==> config.mk <==
export PLATFORM = sky130hd
export DESIGN_NAME = shfifo_linked_list
export DESIGN_NICKNAME = d
export VERILOG_FILES = /design/src/verilog/shfifo_pkg.sv /design/src/verilog/shfifo_linked_list.sv
export VERILOG_INCLUDE_DIRS = /design/src /design/src/include
export SDC_FILE = /design/constraint.sdc
export NUM_CORES = 1
export LEC_CHECK = 0
export CAP_MARGIN = 40
export CORE_UTILIZATION = 56
export DETAILED_ROUTE_END_ITERATION = 8
export DONT_BUFFER_PORTS = 1
export GPL_TIMING_DRIVEN = 0
export HOLD_SLACK_MARGIN = 0.06
export PLACE_DENSITY = 0.8
export SETUP_SLACK_MARGIN = 0.3
export SLEW_MARGIN = 40
export SYNTH_ARGS = -nofsm -noshare
export SYNTH_HDL_FRONTEND = slang
export SYNTH_SLANG_ARGS = --single-unit
export TNS_END_PERCENT = 30
==> constraint.sdc <==
create_clock -name clk -period 5.2 [get_ports clk]
set_clock_uncertainty 0.05 [all_clocks]
set_input_delay 0.52 -clock clk [delete_from_list [all_inputs] [get_ports clk]]
set_output_delay 0.52 -clock clk [all_outputs]
set_load 0.02 [all_outputs]
==> src/include/shfifo_config.svh <==
// Shared-storage multi-FIFO configuration
// Fixed sizes for the entry RAM, the logical FIFOs and entry recycling

`ifndef SHFIFO_CONFIG_SVH
`define SHFIFO_CONFIG_SVH

// Shared entries in the data RAM
`define SHFIFO_DEPTH 8
// Logical FIFOs sharing the entries
`define SHFIFO_NUM_FIFOS 2
// Payload width
`define SHFIFO_WIDTH 16
// Cycles from a deallocation until the entry can be handed out again
`define SHFIFO_DEALLOC_DELAY 2

`endif
==> src/verilog/shfifo_pkg.sv <==
// Shared-storage multi-FIFO types
// Entry, FIFO and payload widths plus the bundles passed between blocks

`include "shfifo_config.svh"

package shfifo_pkg;

  typedef logic [$clog2(`SHFIFO_DEPTH)-1:0] addr_t;
  typedef logic [$clog2(`SHFIFO_NUM_FIFOS)-1:0] fifo_id_t;
  typedef logic [`SHFIFO_WIDTH-1:0] data_t;
  // Holds 0 through DEPTH inclusive
  typedef logic [$clog2(`SHFIFO_DEPTH + 1)-1:0] count_t;

  typedef struct packed {
    fifo_id_t fifo_id;
    data_t    data;
  } push_req_t;

  typedef struct packed {
    addr_t addr;
    data_t data;
  } ram_wr_t;

  typedef struct packed {
    fifo_id_t fifo_id;
    addr_t    addr;
  } tail_upd_t;

  typedef struct packed {
    logic  valid;
    addr_t addr;
  } dealloc_t;

  typedef struct packed {
    logic        psel;
    logic        penable;
    logic        pwrite;
    logic [7:0]  paddr;
    logic [31:0] pwdata;
  } apb_req_t;

  typedef struct packed {
    logic [31:0] prdata;
    logic        pready;
    logic        pslverr;
  } apb_rsp_t;

  // Read sequencer; POP_READ means RAM data comes back this cycle
  typedef enum logic {
    POP_IDLE,
    POP_READ
  } pop_state_e;

endpackage

==> src/verilog/shfifo_linked_list.sv <==
// Linked-list controller
// Per-FIFO head, tail and count over a shared next-pointer table

`timescale 1ns/1ps
`include "shfifo_config.svh"

module shfifo_linked_list (
  input  logic                                        clk,
  input  logic                                        rst,
  input  logic                                        tail_upd_valid,
  input  shfifo_pkg::tail_upd_t                       tail_upd,
  input  logic                                        head_adv,
  input  shfifo_pkg::fifo_id_t                        head_adv_id,
  output shfifo_pkg::addr_t [`SHFIFO_NUM_FIFOS-1:0]   head,
  output shfifo_pkg::count_t [`SHFIFO_NUM_FIFOS-1:0]  fifo_count
);
  import shfifo_pkg::*;

  addr_t  [`SHFIFO_NUM_FIFOS-1:0] head_q;
  addr_t  [`SHFIFO_NUM_FIFOS-1:0] tail_q;
  count_t [`SHFIFO_NUM_FIFOS-1:0] count_q;
  // Entry that follows each entry in its FIFO
  addr_t                          next_q [`SHFIFO_DEPTH];
  logic   [`SHFIFO_NUM_FIFOS-1:0] push_hit;
  logic   [`SHFIFO_NUM_FIFOS-1:0] adv_hit;

  assign head = head_q;
  assign fifo_count = count_q;

  always_comb begin
    for (int i = 0; i < `SHFIFO_NUM_FIFOS; i++) begin
      push_hit[i] = tail_upd_valid && (tail_upd.fifo_id == fifo_id_t'(i));
      adv_hit[i] = head_adv && (head_adv_id == fifo_id_t'(i));
    end
  end

  // Link the new entry behind the old tail, only when the FIFO holds something
  always_ff @(posedge clk) begin
    if (tail_upd_valid && (count_q[tail_upd.fifo_id] != '0)) begin
      next_q[tail_q[tail_upd.fifo_id]] <= tail_upd.addr;
    end
  end

  always_ff @(posedge clk) begin
    if (rst) begin
      head_q <= '0;
      tail_q <= '0;
      count_q <= '0;
    end else begin
      for (int i = 0; i < `SHFIFO_NUM_FIFOS; i++) begin
        if (push_hit[i]) tail_q[i] <= tail_upd.addr;
        if (adv_hit[i]) begin
          // Last entry leaving while a new one arrives; the link is not
          // written yet, so take the new entry directly
          if (push_hit[i] && (count_q[i] == count_t'(1))) begin
            head_q[i] <= tail_upd.addr;
          end else begin
            head_q[i] <= next_q[head_q[i]];
          end
        end else if (push_hit[i] && (count_q[i] == '0)) begin
          head_q[i] <= tail_upd.addr;
        end
        count_q[i] <= count_q[i] + count_t'(push_hit[i]) - count_t'(adv_hit[i]);
      end
    end
  end

  // Pop controller only reads from FIFOs it saw as non-empty
  no_adv_on_empty_a: assert property (@(posedge clk) disable iff (rst)
    head_adv |-> (count_q[head_adv_id] != '0));

  for (genvar g = 0; g < `SHFIFO_NUM_FIFOS; g++) begin : gen_count_chk
    count_in_range_a: assert property (@(posedge clk) disable iff (rst)
      count_q[g] <= count_t'(`SHFIFO_DEPTH));
  end

endmodule

==> results of run 1 <==
[worst max-delay path: stages]
cell	delay [ns]
buf_4	0.14
nand2b_1	0.11
clkbuf_1	0.27
ha_1	0.29
inv_1	0.06
ha_1	0.15
inv_1	0.06
fa_1	0.38
xor2_1	0.15
nor2_1	0.05
[how the worst max path moves through the flow]
| stage | slack, ns | start | end |
|---|---|---|---|
| after floorplan | 3.01 | tail_upd[3] | fifo_count[2]$_SDFF_PP0_ |
| after global placement | 2.87 | tail_upd[3] | fifo_count[2]$_SDFF_PP0_ |
| after detailed placement | 2.86 | tail_upd[3] | fifo_count[2]$_SDFF_PP0_ |
| after CTS | 3.17 | tail_upd[3] | fifo_count[2]$_SDFF_PP0_ |
| after global routing | 3.07 | fifo_count[2]$_SDFF_PP0_ | flop |
| final | 3.16 | tail_upd[3] | fifo_count[2]$_SDFF_PP0_ |
[layer usage]
layer | vias to the layer above | routed length (um) | part of all wire, %
met5 | - | 0 | 0
met3 | 7 | 146 | 3.1
met1 | 756 | 2260 | 47
li1 | 760 | - | -
met2 | 24 | 2280 | 48
met4 | 0 | 82 | 1.7
[cells in the final DEF (no fill, tap or decap), types with 2 or more instances in the layout]
| master | n |
|---|---|
| a2111oi_1 | 2 |
| a211oi_1 | 4 |
| a21o_1 | 4 |
| a21oi_1 | 12 |
| buf_4 | 2 |
| clkbuf_1 | 4 |
| clkbuf_8 | 5 |
| dfxtp_1 | 26 |
| edfxtp_1 | 24 |
| fa_1 | 2 |
| ha_1 | 10 |
| inv_1 | 17 |
| mux2_2 | 4 |
| mux2i_1 | 9 |
| mux4_1 | 4 |
| mux4_2 | 6 |
| nand2_1 | 11 |
| nand2b_1 | 3 |
| nand3_1 | 4 |
| nor2_1 | 27 |
| nor2b_1 | 3 |
| nor3_1 | 3 |
| nor4_1 | 2 |
| o21ai_0 | 2 |
| xnor2_1 | 2 |
| xor2_1 | 2 |
[kinds of logic after synthesis]
kind of cell / count (synthesis) / synth area share (%)
buffers and inverters: 25 / 4.54
and+or+nand+nor: 59 / 11.9
xor gates and xnor gates: 4 / 1.45
AOI/OAI and AO/OA: 32 / 8.67
DFF: 50 / 51.2
adders and majority gates: 12 / 6.81
muxes: 23 / 15.5
[power groups by stage]
stage          registers [mW]  logic [mW]  clock network, mW
3_3_place_gp            0.525       0.211                  0
4_1_cts                 0.518       0.220              0.224
3_5_place_dp            0.527       0.219                  0
2_1_floorplan           0.515       0.182                  0
6_report                0.517       0.219              0.222
5_1_grt                 0.524       0.244              0.235
[area by class of cell]
type                    count  area, um^2
fillers                   322        1510
flip-flops and latches     50        1240
multi-input cells         130        1070
clock buffers               6        76.3
inverters                  17        63.8
well taps                  50        62.6
plain buffers               8        46.3
clock inverters             2        8.76
[through the flow]
stage / setup slack (ns) / hold slack, ns
6_report: 3.16 / 0.255
5_1_grt: 3.07 / 0.248
3_5_place_dp: 2.86 / 0.397
2_1_floorplan: 3.01 / 0.383
3_3_place_gp: 2.87 / 0.390
4_1_cts: 3.17 / 0.254
==> summary.md, run 1 <==
| Metric | Value |
|---|---|
| Post-synth net total | `about 230` |
| Register bit total from synthesis | `50` |
| Via density | `5.88` |
| Worst EP required | `approximately 5.3 ns` |
| Syn Inst Count | `205` |
| Routed Antenna Nets | `0` |
| Instance area at placement | `2490 um^2` |
| Post-DP HPWL | `3.61 mm` |
| Most numerous cell in the Yosys netlist | `nor2_1` |
| Data arrival time at the worst-slack endpoint | `2.17 ns` |
| Final hold vios | `0` |
| Die area | `4600 um^2` |
| Status | `completed` |
| Bufs on Longest Clock Path | `2` |
| Setup TNS | `0 ns` |
| Via count | `1547` |
| Worst-path clk slew | `0.09 ns` |
| Fin util | `63.0%` |
| Internal power | `0.660 mW` |
| FMAX | `491 MHz` |
| CP max FO | `9` |
| Tmin final | `2.04 ns` |
| Seq/Total Area, Yosys | `51.2%` |
| Cell Area, Synth | `approximately 2400 um^2` |
| Count of pins over their slew limit | `0` |
| Setup repair bufs after CTS | `0` |
| Clock Latency Late Sink | `0.30 ns` |
| Crit end category | `flop` |
| R2r endpoint | `head[1]$_SDFFE_PP0N_` |
| Reg power frac | `54.0%` |
| Die width | `67.8 um` |
| Hold path endpoint | `next_q[6][1]$_DFFE_PP_` |
| Worst r2r path cells | `6` |
| Area fraction of the dominant cell type after synthesis | `29.7%` |
| Synthesized area per cell | `between 10 and 15 um^2` |
| Layout cells sized above 1 | `10.8%` |
| Pwr dens | `~370 nW/um^2` |
| Synth top cells by count | `nor2_1, dfxtp_1, edfxtp_1` |
| VDD IR-drop max | `0.234 mV` |
| Area leader, netlist | `edfxtp_1` |
| TritonCTS buffer count | `5` |
| Design Power | `~0.96 mW` |
| EDFF count, synth | `24` |
| Synthesis Warnings | `0` |
| Total GRT Usage | `22.7%` |
| DRC errors left | `0` |
| Hold/Removal Path Class | `input port to flop` |
| Largest net degree at the start of global routing | `15` |
| # placed instances | `255` |
| Final GP Congestion | `0.819` |
| RR Startpoint | `fifo_count[2]$_SDFF_PP0_` |
| GR Util met1 | `30.2%` |
| Leading register cell type out of synthesis | `dfxtp_1` |
| DR iter-0 viols | `94` |
| Synth cell types | `41` |
| Drt pass-1 iters | `4` |
| H-Tree Depth | `2` |
| Top cells by area, synth | `edfxtp_1, dfxtp_1, mux4_2` |
| CP Launch Type | `input port` |
| Antenna Diode Count | `0` |
| Sw Ratio | `a little under a third` |
| Root Driver | `clkbuf_8` |
| RSZ-0062 raised after global routing | `no` |
| Hold depth | `0` |
| Initial Utilization | `59.3%` |
| Drt wl/cell | `18.1 um` |
| Final setup fails | `0` |
| Routed wire length | `4.76 mm` |
| Relative slew slack | `about 67%` |
| NetSw | `just under 0.3 mW` |
| GR peak layer | `met2` |
| Die Y | `between 60 and 70 um` |
| CTS Sinks | `50` |
| Final Instance Area | `approximately 2600 um^2` |
| Gr ovfl total | `0` |
| Non-filler cells, final | `263` |
| Logic pwr share | `22.9%` |
| Final period utilization | `39.2%` |
| CTS resizes | `0` |
| GR Layer Usage met2 | `35.8%` |
| Final Net Count | `233` |
| # IOs | `23` |
| Crit path kind | `input port to flop` |
| Area Growth Syn to Fin | `6.09%` |
| P_leak | `0.941 nW` |
| FP Rows | `23` |
| Met3 Usage GRT | `4.90%` |
| Share of synthesized registers carrying an async set or reset | `0%` |
| R2r setup slk | `3.21 ns` |
| First-pass GRT wire length | `approximately 7 mm` |
| Vias in the first global route | `1448` |
| Hold Buf Count CTS | `0` |
| Port Buf Inserts | `0` |
| Clk pwr share | `between 20% and 30%` |
| Hold_sp | `tail_upd[1]` |
| CTS tree | `done` |
| Worst-Margin Slew | `0.499 ns` |
| MaxCap Viol Count | `0` |
| Antenna violations before repair | `0` |
| Core area | `around 4000 um^2` |
(Power assumes the default switching activity.)
==> run 2: changes to the inputs <==
--- a/config.mk
+++ b/config.mk
@@ -12,7 +12,7 @@
 export DONT_BUFFER_PORTS = 1
 export GPL_TIMING_DRIVEN = 0
 export HOLD_SLACK_MARGIN = 0.06
-export PLACE_DENSITY = 0.8
+export PLACE_DENSITY = 0.83
 export SETUP_SLACK_MARGIN = 0.3
 export SLEW_MARGIN = 40
 export SYNTH_ARGS = -nofsm -noshare
==> constraint.sdc (replaced) <==
create_clock -name clk -period 1.8 [get_ports clk]
set_clock_uncertainty 0.05 [all_clocks]
set_input_delay 0.18 -clock clk [delete_from_list [all_inputs] [get_ports clk]]
set_output_delay 0.18 -clock clk [all_outputs]
set_load 0.02 [all_outputs]
==> run 2 against run 1 <==
  * Sequential power grew to 3.0 times the previous value
  * Die area unchanged
  * Count of clock-buffer cells in the layout did not move
  * Final cell count is 3.8% higher
==> summary.md, run 2 (synthesized netlist as in run 1, its figures left out) <==
| Metric | Value |
|---|---|
| Status | `completed` |
| Routed Antenna Nets | `0` |
| GR peak layer | `met2` |
| Clock Latency Late Sink | `0.30 ns` |
| Count of pins over their slew limit | `0` |
| DRC errors left | `0` |
| First-pass GRT wire length | `7.94 mm` |
| Most frequent cells in the layout | `edfxtp_1, nor2_1, dfxtp_1, inv_1, mux4_2` |
| Worst-path clk slew | `0.09 ns` |
| Via count | `1763` |
| Area Growth Syn to Fin | `22.8%` |
| Core area | `4090 um^2` |
| Final period utilization | `89.7%` |
| Worst EP required | `just under 2 ns` |
| Vias in the first global route | `1653` |
| Hold_sp | `tail_upd[2]` |
| Total GRT Usage | `24.5%` |
| Tmin final | `1.61 ns` |
| Initial Utilization | `59.3%` |
| Die Y | `67.8 um` |
| FMAX | `619 MHz` |
| Relative slew slack | `62.5%` |
| Worst-Margin Slew | `roughly 0.56 ns` |
| Hold/Removal Path Class | `input port to flop` |
| Data arrival time at the worst-slack endpoint | `1.79 ns` |
| Post-DP HPWL | `3.47 mm` |
| CP max FO | `3` |
| Routed wire length | `6.14 mm` |
| Antenna violations before repair | `0` |
| Die area | `around 4600 um^2` |
| Antenna Diode Count | `0` |
| Final GP Congestion | `0.759` |
| Design Power | `3.23 mW` |
| Critical path startpoint | `fifo_count[3]$_SDFF_PP0_` |
| Non-filler cells, final | `approximately 270` |
| RSZ-0062 raised after global routing | `yes` |
| DR iter-0 viols | `~130` |
| Gr ovfl total | `0` |
| Die width | `67.8 um` |
| Fin Hold WS | `0.0702 ns` |
| GR Layer Usage met2 | `between 40% and 50%` |
| Crit end category | `flop` |
| CTS Sinks | `50` |
| FP Rows | `23` |
| Met3 Usage GRT | `7.09%` |
| CP Launch Type | `flop` |
| FILL cells | `247` |
| # placed instances | `between 200 and 300` |
| Worst r2r path cells | `7` |
| TritonCTS buffer count | `5` |
| Root Driver | `clkbuf_8` |
| P_leak | `1.05 nW` |
| Drt wl/cell | `22.5 um` |
| Port Buf Inserts | `0` |
| Commonest non-fill, non-tap cell in the layout | `edfxtp_1` |
| Final Net Count | `~240` |
| Final setup fails | `0` |
| GR Util met1 | `between 30 and 40%` |
| H-Tree Depth | `2` |
| Final hold vios | `0` |
| Bufs on Longest Clock Path | `2` |
| Pwr dens | `approximately 1100 nW/um^2` |
| # IOs | `23` |
| Crit path kind | `flop to flop` |
| Via density | `approximately 6.5` |
| MaxCap Viol Count | `0` |
| Layout cells sized above 1 | `38.6%` |
| Drt pass-1 iters | `4` |
| R2r setup slk | `0.19 ns` |
| CTS tree | `done` |
| VDD IR-drop max | `0.557 mV` |
| RR Startpoint | `fifo_count[3]$_SDFF_PP0_` |
| Largest net degree at the start of global routing | `16` |
-- run 2: changes by cell type in the layout (fill, tap and decap cells not counted), moves of 4 or more --
cell	before	now
dfxtp_1	26	16
nor2_1	27	18
dfxtp_4	0	8
inv_1	17	11
nor2_2	0	5
a21oi_1	12	8
dlygate4sd3_1	0	4
ha_1	10	6
ha_4	0	4
inv_2	0	4
mux4_1	4	0
mux4_2	6	10
nor2_4	0	4
-- run 2: worst min-delay path by stage --
stage          cells past startpoint                      to
5_1_grt                            2    head[5]$_SDFFE_PP0N_
4_1_cts                            2    head[5]$_SDFFE_PP0N_
3_5_place_dp                       0  next_q[3][0]$_DFFE_PP_
2_1_floorplan                      0  next_q[0][0]$_DFFE_PP_
6_report                           2                    flop
3_3_place_gp                       0  next_q[2][1]$_DFFE_PP_
-- run 2: critical path, stage by stage, from the launching register on --
cell and delay (ns):
dfxtp_4 0.41, inv_2 0.06, ha_4 0.17, and4bb_4 0.22, a21oi_4 0.19, buf_6 0.15
nand2_2 0.07, a211oi_2 0.20
-- run 2: per-layer routing --
| metal | wire length [um] | part of all wire [%] |
|---|---|---|
| met1 | 2430 | 40 |
| met2 | 3100 | 51 |
| met3 | 421 | 6.9 |
| met4 | 182 | 3.0 |
| met5 | 0 | 0 |
-- run 2: what timing repair did --
action                                  CTS  global route
endpoints found under the setup margin   42            41
buffers inserted                          3             3
hold endpoints to repair                 30             0
hold buffers                              4             0
pin swaps                                 9             8
gates resized for setup                  57            17
-- run 2: cell type report --
type	instances	area (um^2)	area share, %
Clock inverter	2	11.3	0.378
Clock buffer	6	82.6	2.77
Multi-Input combinational cell	130	1320	44.2
Timing Repair Buffer	10	88.8	2.98
Buffer	8	72.6	2.44
Sequential cell	50	1270	42.8
Tap cell	50	62.6	2.10
Inverter	17	68.8	2.31
-- run 2: report_power, final --
part,switching (mW),internal (mW)
logic,0.487,0.500
registers,0.239,1.33
clock network,0.365,0.310
total,1.09,2.14
-- run 2: through the flow --
step                      setup WS, ns  cell area, um^2  utilization (%)  TNS [ns]
after CTS                        0.230             2870             70.2         0
after global routing             0.113             2980             72.9         0
after global placement        -0.00740             2550             62.3   -0.0148
final                            0.186             2980             72.9         0
after detailed placement       0.00909             2550             62.3         0
after floorplan                  0.128             2480                -         0
==> run 3: changes to the inputs <==
--- a/config.mk
+++ b/config.mk
@@ -7,12 +7,12 @@
 export NUM_CORES = 1
 export LEC_CHECK = 0
 export CAP_MARGIN = 40
-export CORE_UTILIZATION = 56
+export CORE_UTILIZATION = 30
 export DETAILED_ROUTE_END_ITERATION = 8
 export DONT_BUFFER_PORTS = 1
 export GPL_TIMING_DRIVEN = 0
 export HOLD_SLACK_MARGIN = 0.06
-export PLACE_DENSITY = 0.83
+export PLACE_DENSITY = 0.53
 export SETUP_SLACK_MARGIN = 0.3
 export SLEW_MARGIN = 40
 export SYNTH_ARGS = -nofsm -noshare
==> constraint.sdc (replaced) <==
create_clock -name clk -period 2.1 [get_ports clk]
set_clock_uncertainty 0.05 [all_clocks]
set_input_delay 0.21 -clock clk [delete_from_list [all_inputs] [get_ports clk]]
set_output_delay 0.21 -clock clk [all_outputs]
set_load 0.02 [all_outputs]
==> run 3 against run 2 <==
  * Clock power rose by 2%
  * Wire length fell by 18%
  * Critical path type unchanged
  * Total power fell by 21%
  * Global-route usage fell by 12 points
  * Highest routed layer unchanged
  * Largest cell class is now flip-flops and latches
  * Non-clock buffer count shrank 6
==> summary.md, run 3 (synthesized netlist as in run 1, its figures left out) <==
| Metric | Value |
|---|---|
| Layout cells sized above 1 | `20.7%` |
| Antenna Diode Count | `0` |
| CTS tree | `done` |
| Bufs on Longest Clock Path | `2` |
| Crit path kind | `flop to flop` |
| Most frequent cells in the layout | `nor2_1, edfxtp_1, dfxtp_1, inv_1, nand2_1` |
| CP max FO | `7` |
| Core area | `between 7000 and 8000 um^2` |
| DR iter-0 viols | `79` |
| Post-DP HPWL | `around 3.6 mm` |
| Die width | `91.9 um` |
| VDD IR-drop max | `0.302 mV` |
| WL met2 | `2.35 mm` |
| RSZ-0062 raised after global routing | `no` |
| Non-filler cells, final | `319` |
| TritonCTS buffer count | `5` |
| Final period utilization | `roughly four fifths` |
| Status | `completed` |
| # IOs | `23` |
| Via count | `between 1500 and 2000` |
| Final Net Count | `237` |
| P_leak | `about 0.99 nW` |
| Hold/Removal Path Class | `input port to flop` |
| Worst EP required | `2.03 ns` |
| Root Driver | `clkbuf_8` |
| Count of pins over their slew limit | `0` |
| # placed instances | `307` |
| Top Metal Used | `met4` |
| Final setup fails | `0` |
| Setup TNS | `0 ns` |
| FMAX | `approximately 600 MHz` |
| DRC errors left | `0` |
| Die Y | `91.9 um` |
| Largest net degree at the start of global routing | `17` |
| Data arrival time at the worst-slack endpoint | `1.60 ns` |
| Area Growth Syn to Fin | `15.2%` |
| Met3 wire length | `143 um` |
| Relative slew slack | `67.2%` |
| Drt wl/cell | `15.7 um` |
| Routed Antenna Nets | `0` |
| Vias in the first global route | `1607` |
| CP Launch Type | `flop` |
| Final Instance Area | `2790 um^2` |
| Antenna violations before repair | `0` |
| Pwr dens | `918 nW/um^2` |
| Port Buf Inserts | `0` |
| Crit end category | `flop` |
| Final GP Congestion | `0.722` |
| Final hold vios | `0` |
| FP Rows | `32` |
| Tmin final | `1.67 ns` |
| H-Tree Depth | `2` |
| Clock Latency Late Sink | `0.30 ns` |
| Drt pass-1 iters | `4` |
| Initial Utilization | `31.2%` |
| Total GRT Usage | `12.8%` |
| Setup repair bufs after CTS | `0` |
| Instance area at placement | `2590 um^2` |
| Worst-path clk slew | `about 0.090 ns` |
| DRT met1 WL | `around 2.5 mm` |
| Commonest non-fill, non-tap cell in the layout | `nor2_1` |
| Via density | `4.88` |
| Worst-Margin Slew | `0.492 ns` |
| Fin util | `36.0%` |
| CTS Sinks | `50` |
| MaxCap Viol Count | `0` |
| Gr ovfl total | `0` |
| First-pass GRT wire length | `8.29 mm` |
| Routed wire length | `roughly 5.0 mm` |
| Die area | `8450 um^2` |
| Design Power | `2.56 mW` |
==> run 3: cell count changes in the layout (fill, tap and decap cells not counted), moves of 3 or more <==
cell     previous run  this run
nor2_1             18        26
dfxtp_4             8         1
buf_4               5         1
nor2_2              5         1
inv_1              11        16
inv_2               4         1
ha_4                4         1
dfxtp_2             2         7
nor2_4              4         0
mux4_1              0         4
mux4_2             10         6
inv_4               3         0
==> run 3: path summary, 6_finish.rpt <==
kind / from / end / slack [ns] / depth (start not counted)
max reg2reg: fifo_count[5]$_SDFF_PP0_ / next_q[5][1]$_DFFE_PP_ / 0.43 / 4
min reg2reg: tail_q[3]$_SDFFE_PP0P_ / tail_q[3]$_SDFFE_PP0P_ / 0.42 / 2
max: fifo_count[5]$_SDFF_PP0_ / next_q[5][1]$_DFFE_PP_ / 0.43 / 4
min: tail_upd[2] / flop / 0.09 / 2
==> run 3: repair_timing <==
item | 4_1_cts | 5_1_grt
hold buffers | 4 | 0
endpoints found under the setup margin | 26 | 31
pin swaps | 0 | 3
endpoints found under the hold margin | 30 | 0
resized for setup | 7 | 10
==> run 3: where the power goes <==
part / leakage, nW / switching [mW] / internal, mW / total [mW]
Clock: 0.0547 / 0.333 / 0.356 / 0.690
Sequential: 0.434 / 0.165 / 1.13 / 1.29
Combinational: 0.498 / 0.287 / 0.293 / 0.580
Total: 0.986 / 0.786 / 1.78 / 2.56
==> run 3: final cells by class <==
| cell class | count | area, um^2 |
|---|---|---|
| multi-input combinational | 130 | 1130 |
| clock inverter | 3 | 43.8 |
| timing repair buffer | 4 | 40.0 |
| sequential | 50 | 1250 |
| inverter | 17 | 63.8 |
| fill | 778 | 4970 |
| tap | 102 | 128 |
| clock buffer | 5 | 68.8 |
| buffer | 8 | 60.1 |
==> run 3: worst max-delay path, stage by stage (launching register included) <==
cell     delay (ns)
dfxtp_2        0.47
nor4_1         0.12
o22ai_1        0.24
nand2_1        0.15
nor2_1         0.32
==> run 3: metal layers <==
layer  global-route usage, %  up-vias
met2                    20.6       25
met4                    4.30        0
met1                    17.5      758
met5                       0        -
li1                        -      769
met3                    2.24        5
==> run 3: through the flow <==
| step | hold slack [ns] | setup slack [ns] |
|---|---|---|
| 2_1_floorplan | 0.259 | 0.327 |
| 3_3_place_gp | 0.261 | 0.193 |
| 3_5_place_dp | 0.261 | 0.176 |
| 4_1_cts | 0.0808 | 0.254 |
| 5_1_grt | 0.119 | 0.302 |
| 6_report | 0.0902 | 0.428 |
